### config.mk
export PLATFORM = sky130hd
export DESIGN_NAME = isp_top
export DESIGN_NICKNAME = d
export VERILOG_FILES = /design/src/img_pkg.sv /design/src/isp_top.sv /design/src/gain.sv /design/src/black_level.sv /design/src/cfg_regs.sv
export SDC_FILE = /design/constraint.sdc
export NUM_CORES = 1
export LEC_CHECK = 0
export ABC_AREA = 1
export BUFFER_PORTS_ARGS = -buffer_cell sky130_fd_sc_hd__buf_2
export CORE_ASPECT_RATIO = 0.75
export CORE_MARGIN = 4
export CORE_UTILIZATION = 62
export DETAILED_ROUTE_END_ITERATION = 6
export PLACE_DENSITY = 0.85
export SYNTH_ARGS = -nofsm -noshare
export SYNTH_HDL_FRONTEND = slang
export SYNTH_HIERARCHICAL = 1
export SYNTH_SLANG_ARGS = --single-unit
### constraint.sdc
create_clock -name clk -period 7.1 [get_ports clk]
set_clock_uncertainty 0.1 [all_clocks]
set_input_delay 0.355 -clock clk [delete_from_list [all_inputs] [get_ports clk]]
set_output_delay 0.355 -clock clk [all_outputs]
set_load 0.01 [all_outputs]
### src/img_pkg.sv
// shared stream widths, beat type codes, register addresses and the
// Bayer phase update used by both pixel stages
package img_pkg;

   // beat type of the pixel stream
   localparam int DTYPE_WIDTH = 3;
   typedef logic [DTYPE_WIDTH-1:0] dtype_t;

   localparam dtype_t DTYPE_FRAME_START = 3'd1;
   localparam dtype_t DTYPE_ROW_START   = 3'd2;
   localparam dtype_t DTYPE_PIXEL       = 3'd3;
   localparam dtype_t DTYPE_ROW_END     = 3'd4;
   localparam dtype_t DTYPE_FRAME_END   = 3'd5;

   // raw pixels sit in the low bits of the wider stream data word
   localparam int PIXEL_WIDTH = 10;
   localparam int DATA_WIDTH  = 16;
   typedef logic [PIXEL_WIDTH-1:0] pixel_t;
   typedef logic [DATA_WIDTH-1:0]  data_t;

   // largest raw pixel value, used as the clamp level
   localparam pixel_t PIXEL_MAX = '1;

   // gain is unsigned 1.7 fixed point, so 128 is unity
   localparam int GAIN_WIDTH      = 8;
   localparam int GAIN_FRAC_WIDTH = 7;
   typedef logic [GAIN_WIDTH-1:0] gain_t;

   // full width of pixel times gain
   localparam int PROD_WIDTH = PIXEL_WIDTH + GAIN_WIDTH;

   // configuration register map
   localparam int CFG_ADDR_WIDTH = 4;
   typedef logic [CFG_ADDR_WIDTH-1:0] cfg_addr_t;

   localparam cfg_addr_t REG_CTRL   = 4'd0;
   localparam cfg_addr_t REG_GAIN00 = 4'd1;
   localparam cfg_addr_t REG_GAIN01 = 4'd2;
   localparam cfg_addr_t REG_GAIN10 = 4'd3;
   localparam cfg_addr_t REG_GAIN11 = 4'd4;
   localparam cfg_addr_t REG_OFS00  = 4'd5;
   localparam cfg_addr_t REG_OFS01  = 4'd6;
   localparam cfg_addr_t REG_OFS10  = 4'd7;
   localparam cfg_addr_t REG_OFS11  = 4'd8;

   // stage enable bits inside the control register
   localparam int CTRL_BLACK_EN_BIT = 0;
   localparam int CTRL_GAIN_EN_BIT  = 1;

   // Bayer position as {row, col}, where a set bit means odd
   typedef logic [1:0] phase_t;

   // phase after a beat of the given type
   // a frame start leaves the row odd so that the first row start makes it even
   function automatic phase_t next_phase(input dtype_t dtype, input phase_t phase);
      case (dtype)
         DTYPE_FRAME_START: return 2'b10;
         DTYPE_ROW_START:   return {~phase[1], 1'b0};
         DTYPE_PIXEL:       return {phase[1], ~phase[0]};
         default:           return phase;
      endcase
   endfunction

endpackage
### src/isp_top.sv
// raw image front end with the register block, black level and gain
// stages chained on one pixel stream
`timescale 1ns/1ns

module isp_top
   import img_pkg::*;
(
   input  logic      clk,
   input  logic      resetb,
   input  logic      cfg_wr,
   input  cfg_addr_t cfg_addr,
   input  data_t     cfg_wdata,
   input  logic      dvi,
   input  dtype_t    dtypei,
   input  data_t     datai,
   output logic      dvo,
   output dtype_t    dtypeo,
   output data_t     datao
);

   // stage enables and coefficients from the register block
   logic   black_en;
   logic   gain_en;
   gain_t  gain00;
   gain_t  gain01;
   gain_t  gain10;
   gain_t  gain11;
   pixel_t ofs00;
   pixel_t ofs01;
   pixel_t ofs10;
   pixel_t ofs11;

   // stream between black level and gain, one cycle behind the input
   logic   bl_dv;
   dtype_t bl_dtype;
   data_t  bl_data;

   cfg_regs i_cfg_regs (
      .clk       (clk),
      .resetb    (resetb),
      .cfg_wr    (cfg_wr),
      .cfg_addr  (cfg_addr),
      .cfg_wdata (cfg_wdata),
      .black_en  (black_en),
      .gain_en   (gain_en),
      .gain00    (gain00),
      .gain01    (gain01),
      .gain10    (gain10),
      .gain11    (gain11),
      .ofs00     (ofs00),
      .ofs01     (ofs01),
      .ofs10     (ofs10),
      .ofs11     (ofs11)
   );

   // black level runs first so that gain sees offset-free pixels
   black_level i_black_level (
      .clk    (clk),
      .resetb (resetb),
      .enable (black_en),
      .ofs00  (ofs00),
      .ofs01  (ofs01),
      .ofs10  (ofs10),
      .ofs11  (ofs11),
      .dvi    (dvi),
      .dtypei (dtypei),
      .datai  (datai),
      .dvo    (bl_dv),
      .dtypeo (bl_dtype),
      .datao  (bl_data)
   );

   gain i_gain (
      .clk    (clk),
      .resetb (resetb),
      .enable (gain_en),
      .gain00 (gain00),
      .gain01 (gain01),
      .gain10 (gain10),
      .gain11 (gain11),
      .dvi    (bl_dv),
      .dtypei (bl_dtype),
      .datai  (bl_data),
      .dvo    (dvo),
      .dtypeo (dtypeo),
      .datao  (datao)
   );

endmodule

### src/gain.sv
// white balance gain stage that scales each raw pixel by a per-channel
// 1.7 fixed-point gain and clamps on overflow
`timescale 1ns/1ns

module gain
   import img_pkg::*;
(
   input  logic   clk,
   input  logic   resetb,
   input  logic   enable,
   input  gain_t  gain00,
   input  gain_t  gain01,
   input  gain_t  gain10,
   input  gain_t  gain11,
   input  logic   dvi,
   input  dtype_t dtypei,
   input  data_t  datai,
   output logic   dvo,
   output dtype_t dtypeo,
   output data_t  datao
);

   // current Bayer position of the incoming beat
   phase_t phase;

   // gain for the current channel
   gain_t gain_sel;

   // raw pixel taken from the low data bits
   pixel_t pix;

   // full product, 18 bits with the binary point above bit 6
   logic [PROD_WIDTH-1:0] prod;

   // anything at or above this bit no longer fits in a pixel
   logic overflow;

   // scaled pixel after the clamp
   pixel_t pix_out;

   // the beat is a pixel that this stage must change
   logic do_pixel;

   assign pix = datai[PIXEL_WIDTH-1:0];

   // phase bits are {row, col}, matching the coefficient suffixes
   always_comb begin
      case (phase)
         2'b00:   gain_sel = gain00;
         2'b01:   gain_sel = gain01;
         2'b10:   gain_sel = gain10;
         default: gain_sel = gain11;
      endcase
   end

   assign prod = PROD_WIDTH'(pix) * PROD_WIDTH'(gain_sel);

   // with one integer gain bit only the top product bit can overflow
   assign overflow = |prod[PROD_WIDTH-1:PIXEL_WIDTH+GAIN_FRAC_WIDTH];

   // drop the fraction bits, or saturate to full scale
   assign pix_out = overflow ? PIXEL_MAX
                             : prod[PIXEL_WIDTH+GAIN_FRAC_WIDTH-1:GAIN_FRAC_WIDTH];

   assign do_pixel = enable && dvi && (dtypei == DTYPE_PIXEL);

   // each stage keeps its own phase so a disabled neighbour cannot upset it
   always_ff @(posedge clk or negedge resetb) begin
      if (!resetb) begin
         phase <= '0;
      end else if (enable && dvi) begin
         phase <= next_phase(dtypei, phase);
      end
   end

   // one cycle of latency for every beat, valid or not
   always_ff @(posedge clk or negedge resetb) begin
      if (!resetb) begin
         dvo    <= 1'b0;
         dtypeo <= '0;
         datao  <= '0;
      end else begin
         dvo    <= dvi;
         dtypeo <= dtypei;
         // control beats and a disabled stage leave the data untouched
         if (do_pixel) begin
            datao <= data_t'(pix_out);
         end else begin
            datao <= datai;
         end
      end
   end

endmodule

### src/black_level.sv
// black level stage that subtracts a per-channel offset from each raw
// pixel and floors the result at zero
`timescale 1ns/1ns

module black_level
   import img_pkg::*;
(
   input  logic   clk,
   input  logic   resetb,
   input  logic   enable,
   input  pixel_t ofs00,
   input  pixel_t ofs01,
   input  pixel_t ofs10,
   input  pixel_t ofs11,
   input  logic   dvi,
   input  dtype_t dtypei,
   input  data_t  datai,
   output logic   dvo,
   output dtype_t dtypeo,
   output data_t  datao
);

   // current Bayer position of the incoming beat
   phase_t phase;

   // offset for the current channel
   pixel_t ofs_sel;

   // raw pixel taken from the low data bits
   pixel_t pix;

   // difference with one extra bit that catches the borrow
   logic [PIXEL_WIDTH:0] diff;

   // offset-subtracted pixel after the floor
   pixel_t pix_out;

   // the beat is a pixel that this stage must change
   logic do_pixel;

   assign pix = datai[PIXEL_WIDTH-1:0];

   // phase bits are {row, col}, matching the coefficient suffixes
   always_comb begin
      case (phase)
         2'b00:   ofs_sel = ofs00;
         2'b01:   ofs_sel = ofs01;
         2'b10:   ofs_sel = ofs10;
         default: ofs_sel = ofs11;
      endcase
   end

   assign diff = {1'b0, pix} - {1'b0, ofs_sel};

   // a borrow out of the top means the offset was larger than the pixel
   assign pix_out = diff[PIXEL_WIDTH] ? '0 : diff[PIXEL_WIDTH-1:0];

   assign do_pixel = enable && dvi && (dtypei == DTYPE_PIXEL);

   // phase only moves on valid beats while the stage is enabled
   always_ff @(posedge clk or negedge resetb) begin
      if (!resetb) begin
         phase <= '0;
      end else if (enable && dvi) begin
         phase <= next_phase(dtypei, phase);
      end
   end

   // one cycle of latency for every beat, valid or not
   always_ff @(posedge clk or negedge resetb) begin
      if (!resetb) begin
         dvo    <= 1'b0;
         dtypeo <= '0;
         datao  <= '0;
      end else begin
         dvo    <= dvi;
         dtypeo <= dtypei;
         // processed pixels carry zeros in the upper data bits
         if (do_pixel) begin
            datao <= data_t'(pix_out);
         end else begin
            datao <= datai;
         end
      end
   end

endmodule

### src/cfg_regs.sv
// configuration registers for the pixel stages, loaded by a one-cycle
// write strobe with an address and a data word
`timescale 1ns/1ns

module cfg_regs
   import img_pkg::*;
(
   input  logic      clk,
   input  logic      resetb,
   input  logic      cfg_wr,
   input  cfg_addr_t cfg_addr,
   input  data_t     cfg_wdata,
   output logic      black_en,
   output logic      gain_en,
   output gain_t     gain00,
   output gain_t     gain01,
   output gain_t     gain10,
   output gain_t     gain11,
   output pixel_t    ofs00,
   output pixel_t    ofs01,
   output pixel_t    ofs10,
   output pixel_t    ofs11
);

   // write data cut down to each register width
   gain_t  wr_gain;
   pixel_t wr_ofs;

   assign wr_gain = cfg_wdata[GAIN_WIDTH-1:0];
   assign wr_ofs  = cfg_wdata[PIXEL_WIDTH-1:0];

   // every register comes out of reset as zero
   // so both stages start disabled with zero coefficients
   always_ff @(posedge clk or negedge resetb) begin
      if (!resetb) begin
         black_en <= 1'b0;
         gain_en  <= 1'b0;
         gain00   <= '0;
         gain01   <= '0;
         gain10   <= '0;
         gain11   <= '0;
         ofs00    <= '0;
         ofs01    <= '0;
         ofs10    <= '0;
         ofs11    <= '0;
      end else if (cfg_wr) begin
         // one register per strobe, picked by address
         case (cfg_addr)
            REG_CTRL: begin
               black_en <= cfg_wdata[CTRL_BLACK_EN_BIT];
               gain_en  <= cfg_wdata[CTRL_GAIN_EN_BIT];
            end
            REG_GAIN00: begin
               gain00 <= wr_gain;
            end
            REG_GAIN01: begin
               gain01 <= wr_gain;
            end
            REG_GAIN10: begin
               gain10 <= wr_gain;
            end
            REG_GAIN11: begin
               gain11 <= wr_gain;
            end
            REG_OFS00: begin
               ofs00 <= wr_ofs;
            end
            REG_OFS01: begin
               ofs01 <= wr_ofs;
            end
            REG_OFS10: begin
               ofs10 <= wr_ofs;
            end
            REG_OFS11: begin
               ofs11 <= wr_ofs;
            end
            // unmapped addresses leave all registers as they are
            default: begin
            end
         endcase
      end
   end

endmodule

==> out/summary.txt <==
=====================================================================================
Sequential cell area fraction in the yosys report                               35.2%
Worst Hold Class                                                            in -> reg
Register bit count reported by yosys                                              118
Slowest stage cell on the critical path                                       dfrtp_1
Synth area leader                                                             dfrtp_1
Detailed placer's ending HPWL                                                 14.8 mm
Fraction of synthesized cell area taken by the top area cell type               35.2%
Post-synthesis cell type count                                                     40
Number of DRC markers in iteration 0                                              676
Via count                                                                       7,414
Slew Limit Headroom                                                             37.1%
Number of max-slew violations in the final report                                   0
Required time at the endpoint of the critical path                            7.30 ns
Clock tree from TritonCTS                                                         yes
Max Clock Freq                                                                169 MHz
Critical path's most frequent cell                                            nand2_1
Final routed DRC violation total                                                    1
Hold_buf cts                                                                        4
Die Wd                                                                         142 um
Number of sinks driven by the clock tree                                          118
Clock-pin transition on the worst setup and hold timing paths                 0.06 ns
CP cell instances                                                        inv_1, nor2_1, nand2_1, nand3_1, o21ai_1, nor2_1, fa_1, fa_1, fa_1, inv_1, fa_1, inv_1, ha_1, nand2_1, inv_1, a21oi_1, nor2_1, a211oi_1, nand3_1, nand2_4, nand2_1, nand2_1, nand2_1
RSZ-0062 raised after global routing                                               no
Vias in the first global route                                                  7,285
Routed via count divided by cell count                                           5.60
Total negative slack for setup checks                                            0 ns
Floorplan die area                                                         15,500 um2
Core Footprint                                                             13,100 um2
Clk buf depth                                                                       2
Number of max-cap violations                                                        0
Yosys synthesis warning count                                                       6
Number of hold violations in the final report                                       0
Crit-path max cell delay                                                      0.66 ns
Synth-to-Final Area Change                                                      12.9%
Hold slack final                                                            0.0325 ns
Final layout net count                                                          1,275
Cell row count                                                                     36
CP arrival                                                                    6.11 ns
Critical path capture point type                                             register
Count of antenna diodes in the layout                                               0
Number of buffers inserted by port buffering                                       56
Initial Utilization                                                             63.9%
Mean instance size in the synthesized netlist                                7.73 um2
Root cell of the clock tree                                                 clkbuf_16
Clock latency reported for the late side of the worst-skew pair               0.42 ns
Maximum number of pins on one net before global-route repair                       77
Result of the run                                                        complete, but fails checks
Type of element launching the critical path                                  register
Overall routed net length                                                     21.1 mm
Number of nets with antenna violations after detailed routing                       0
Minimum clock period                                                          5.90 ns
Classification of the worst setup path                                     reg -> reg
Worst Tran Pin Value                                                         0.943 ns
Post-synthesis cell area                                                     8380 um2
# H-tree levels                                                                     4
Chip Height                                                                    109 um
Total routing usage reported by global routing                                  29.4%
Top area cells in the synthesized netlist                                dfrtp_1 35%, nand2_1 16%, fa_1 11%
Gates resized, CTS repair                                                           0
Biggest fanout along the worst timing path                                         15
Period Utilization, post-route                                                  83.2%
Number of endpoints failing setup at the final stage                                0
Commonest cells after routing, fill and taps aside                       354 x nand2_1, 149 x inv_1, 118 x dfrtp_1, 114 x nor2_1, 55 x buf_2
Antenna violations before repair                                                    0
Post-CTS Repair Setup Buffers                                                       0
Routability-driven placement congestion ratio                                   0.923
Synthesized netlist net count                                                   1,220
Violations in the final reports                                          design-rule violations
First-pass GRT wire length                                                    35.5 mm
Total iterations of the first detailed-routing run                                  7
Top Ports                                                                          63
Cells after Synth                                                               1,084
Most frequent standard cell in the layout excluding fill and tap cells        nand2_1
Number of CTS-inserted buffers                                                     17
Share of post-route cells with drive strength above 1                           11.0%
Remaining Overflow, GRT                                                             0
Detail-routed net length per standard cell                                    16.0 um
=====================================================================================
## flip-flops by register name (all words and copies together), names as in the netlist
signal	cells
i_black_level/datao	16
i_gain/datao	16
i_cfg_regs/ofs00	10
i_cfg_regs/ofs01	10
i_cfg_regs/ofs10	10
i_cfg_regs/ofs11	10
i_cfg_regs/gain00	8
i_cfg_regs/gain01	8
i_cfg_regs/gain10	8
i_cfg_regs/gain11	8
i_black_level/dtypeo	3
i_gain/dtypeo	3
i_black_level/phase	2
i_gain/phase	2
i_black_level/dvo	1
i_cfg_regs/black_en	1
i_cfg_regs/gain_en	1
i_gain/dvo	1
## Yosys cell counts
library cell,n
nand2_1,354
inv_1,149
dfrtp_1,118
nor2_1,114
fa_1,48
ha_1,45
nand3_1,44
o21ai_0,34
nand4_1,32
o21bai_1,22
a21oi_1,16
clkbuf_1,14
nor2_2,10
o21ai_1,10
buf_2,8
nand2_2,8
xor2_1,6
nor3_1,5
nand3_2,4
nor2_4,4
or2_1,4
xnor2_1,4
nand2_4,3
nand3_4,3
a211oi_1,2
a21o_1,2
a31oi_1,2
buf_4,2
buf_6,2
inv_2,2
nand3b_1,2
o21ai_2,2
o22ai_1,2
a21boi_0,1
and2_1,1
clkbuf_2,1
mux2_2,1
nor4_1,1
o21a_1,1
or2_4,1
## path summary, 6_finish.rpt
check,start,to,slack (ns),cells after the start
worst max-delay path,i_gain/phase[0]$_DFFE_PN0P_,i_gain/datao[7]$_DFF_PN0_,1.20,23
worst min-delay path,dtypei[0],i_black_level/dtypeo[0]$_DFF_PN0_,0.03,1
worst max register to register,i_gain/phase[0]$_DFFE_PN0P_,i_gain/datao[7]$_DFF_PN0_,1.20,23
worst min register to register,i_black_level/dvo$_DFF_PN0_,i_gain/dvo$_DFF_PN0_,0.30,0
max in group asynchronous,resetb,i_cfg_regs/ofs11[8]$_DFFE_PN0P_,5.17,3
min in group asynchronous,resetb,i_gain/datao[1]$_DFF_PN0_,0.38,2
## critical path: cells and delay by family, from the launching register on
family / cells / cell delay, ns
adders and majority gates: 5 / 2.26
and+or+nand+nor: 11 / 1.60
AOI/OAI and AO/OA: 3 / 0.90
DFF: 1 / 0.66
buffers and inverters: 4 / 0.25
## cells by family (layout without fill, tap and decap cells)
kind of cell | Yosys count | in the layout | share of synthesized area [%]
AO/OA/AOI/OAI | 94 | 94 | 6.60
XOR/XNOR | 10 | 10 | 1.05
adder cells (fa/ha/maj) | 93 | 93 | 18.2
buffers and inverters | 178 | 246 | 8.38
flip-flops | 118 | 118 | 35.2
multiplexers | 1 | 1 | 0.134
AND/OR/NAND/NOR | 590 | 590 | 30.4
## per-layer routing
metal	up-vias	GRT usage, %	share of wire, %
met5	-	0	0
met4	0	8.15	1.9
met3	46	7.10	9.1
met2	322	46.9	46
met1	3552	40.6	43
li1	3494	-	-
## per-stage QoR
stage / utilization, % / cells / setup WS (ns) / area (um2)
floorplan: - / 1084 / 2.17 / 8380
global placement: 66.8 / 1287 / 1.58 / 8760
detailed placement: 66.8 / 1287 / 1.47 / 8760
CTS: 72.2 / 1323 / 1.36 / 9460
global route: 72.2 / 1323 / 0.901 / 9460
finish: 72.2 / 1323 / 1.20 / 9460
## final cells by class
| cell class | instances | area, um2 |
|---|---|---|
| Clock buffer | 21 | 460 |
| Fill cell | 987 | 3650 |
| Tap cell | 171 | 214 |
| Inverter | 151 | 567 |
| Multi-Input combinational cell | 788 | 4720 |
| Sequential cell | 118 | 2950 |
| Timing Repair Buffer | 63 | 345 |
| Clock inverter | 11 | 196 |
Power is left out: the tool's default activity adds up to more than one toggle a clock period on the data nets, which glitch-free logic cannot reach.
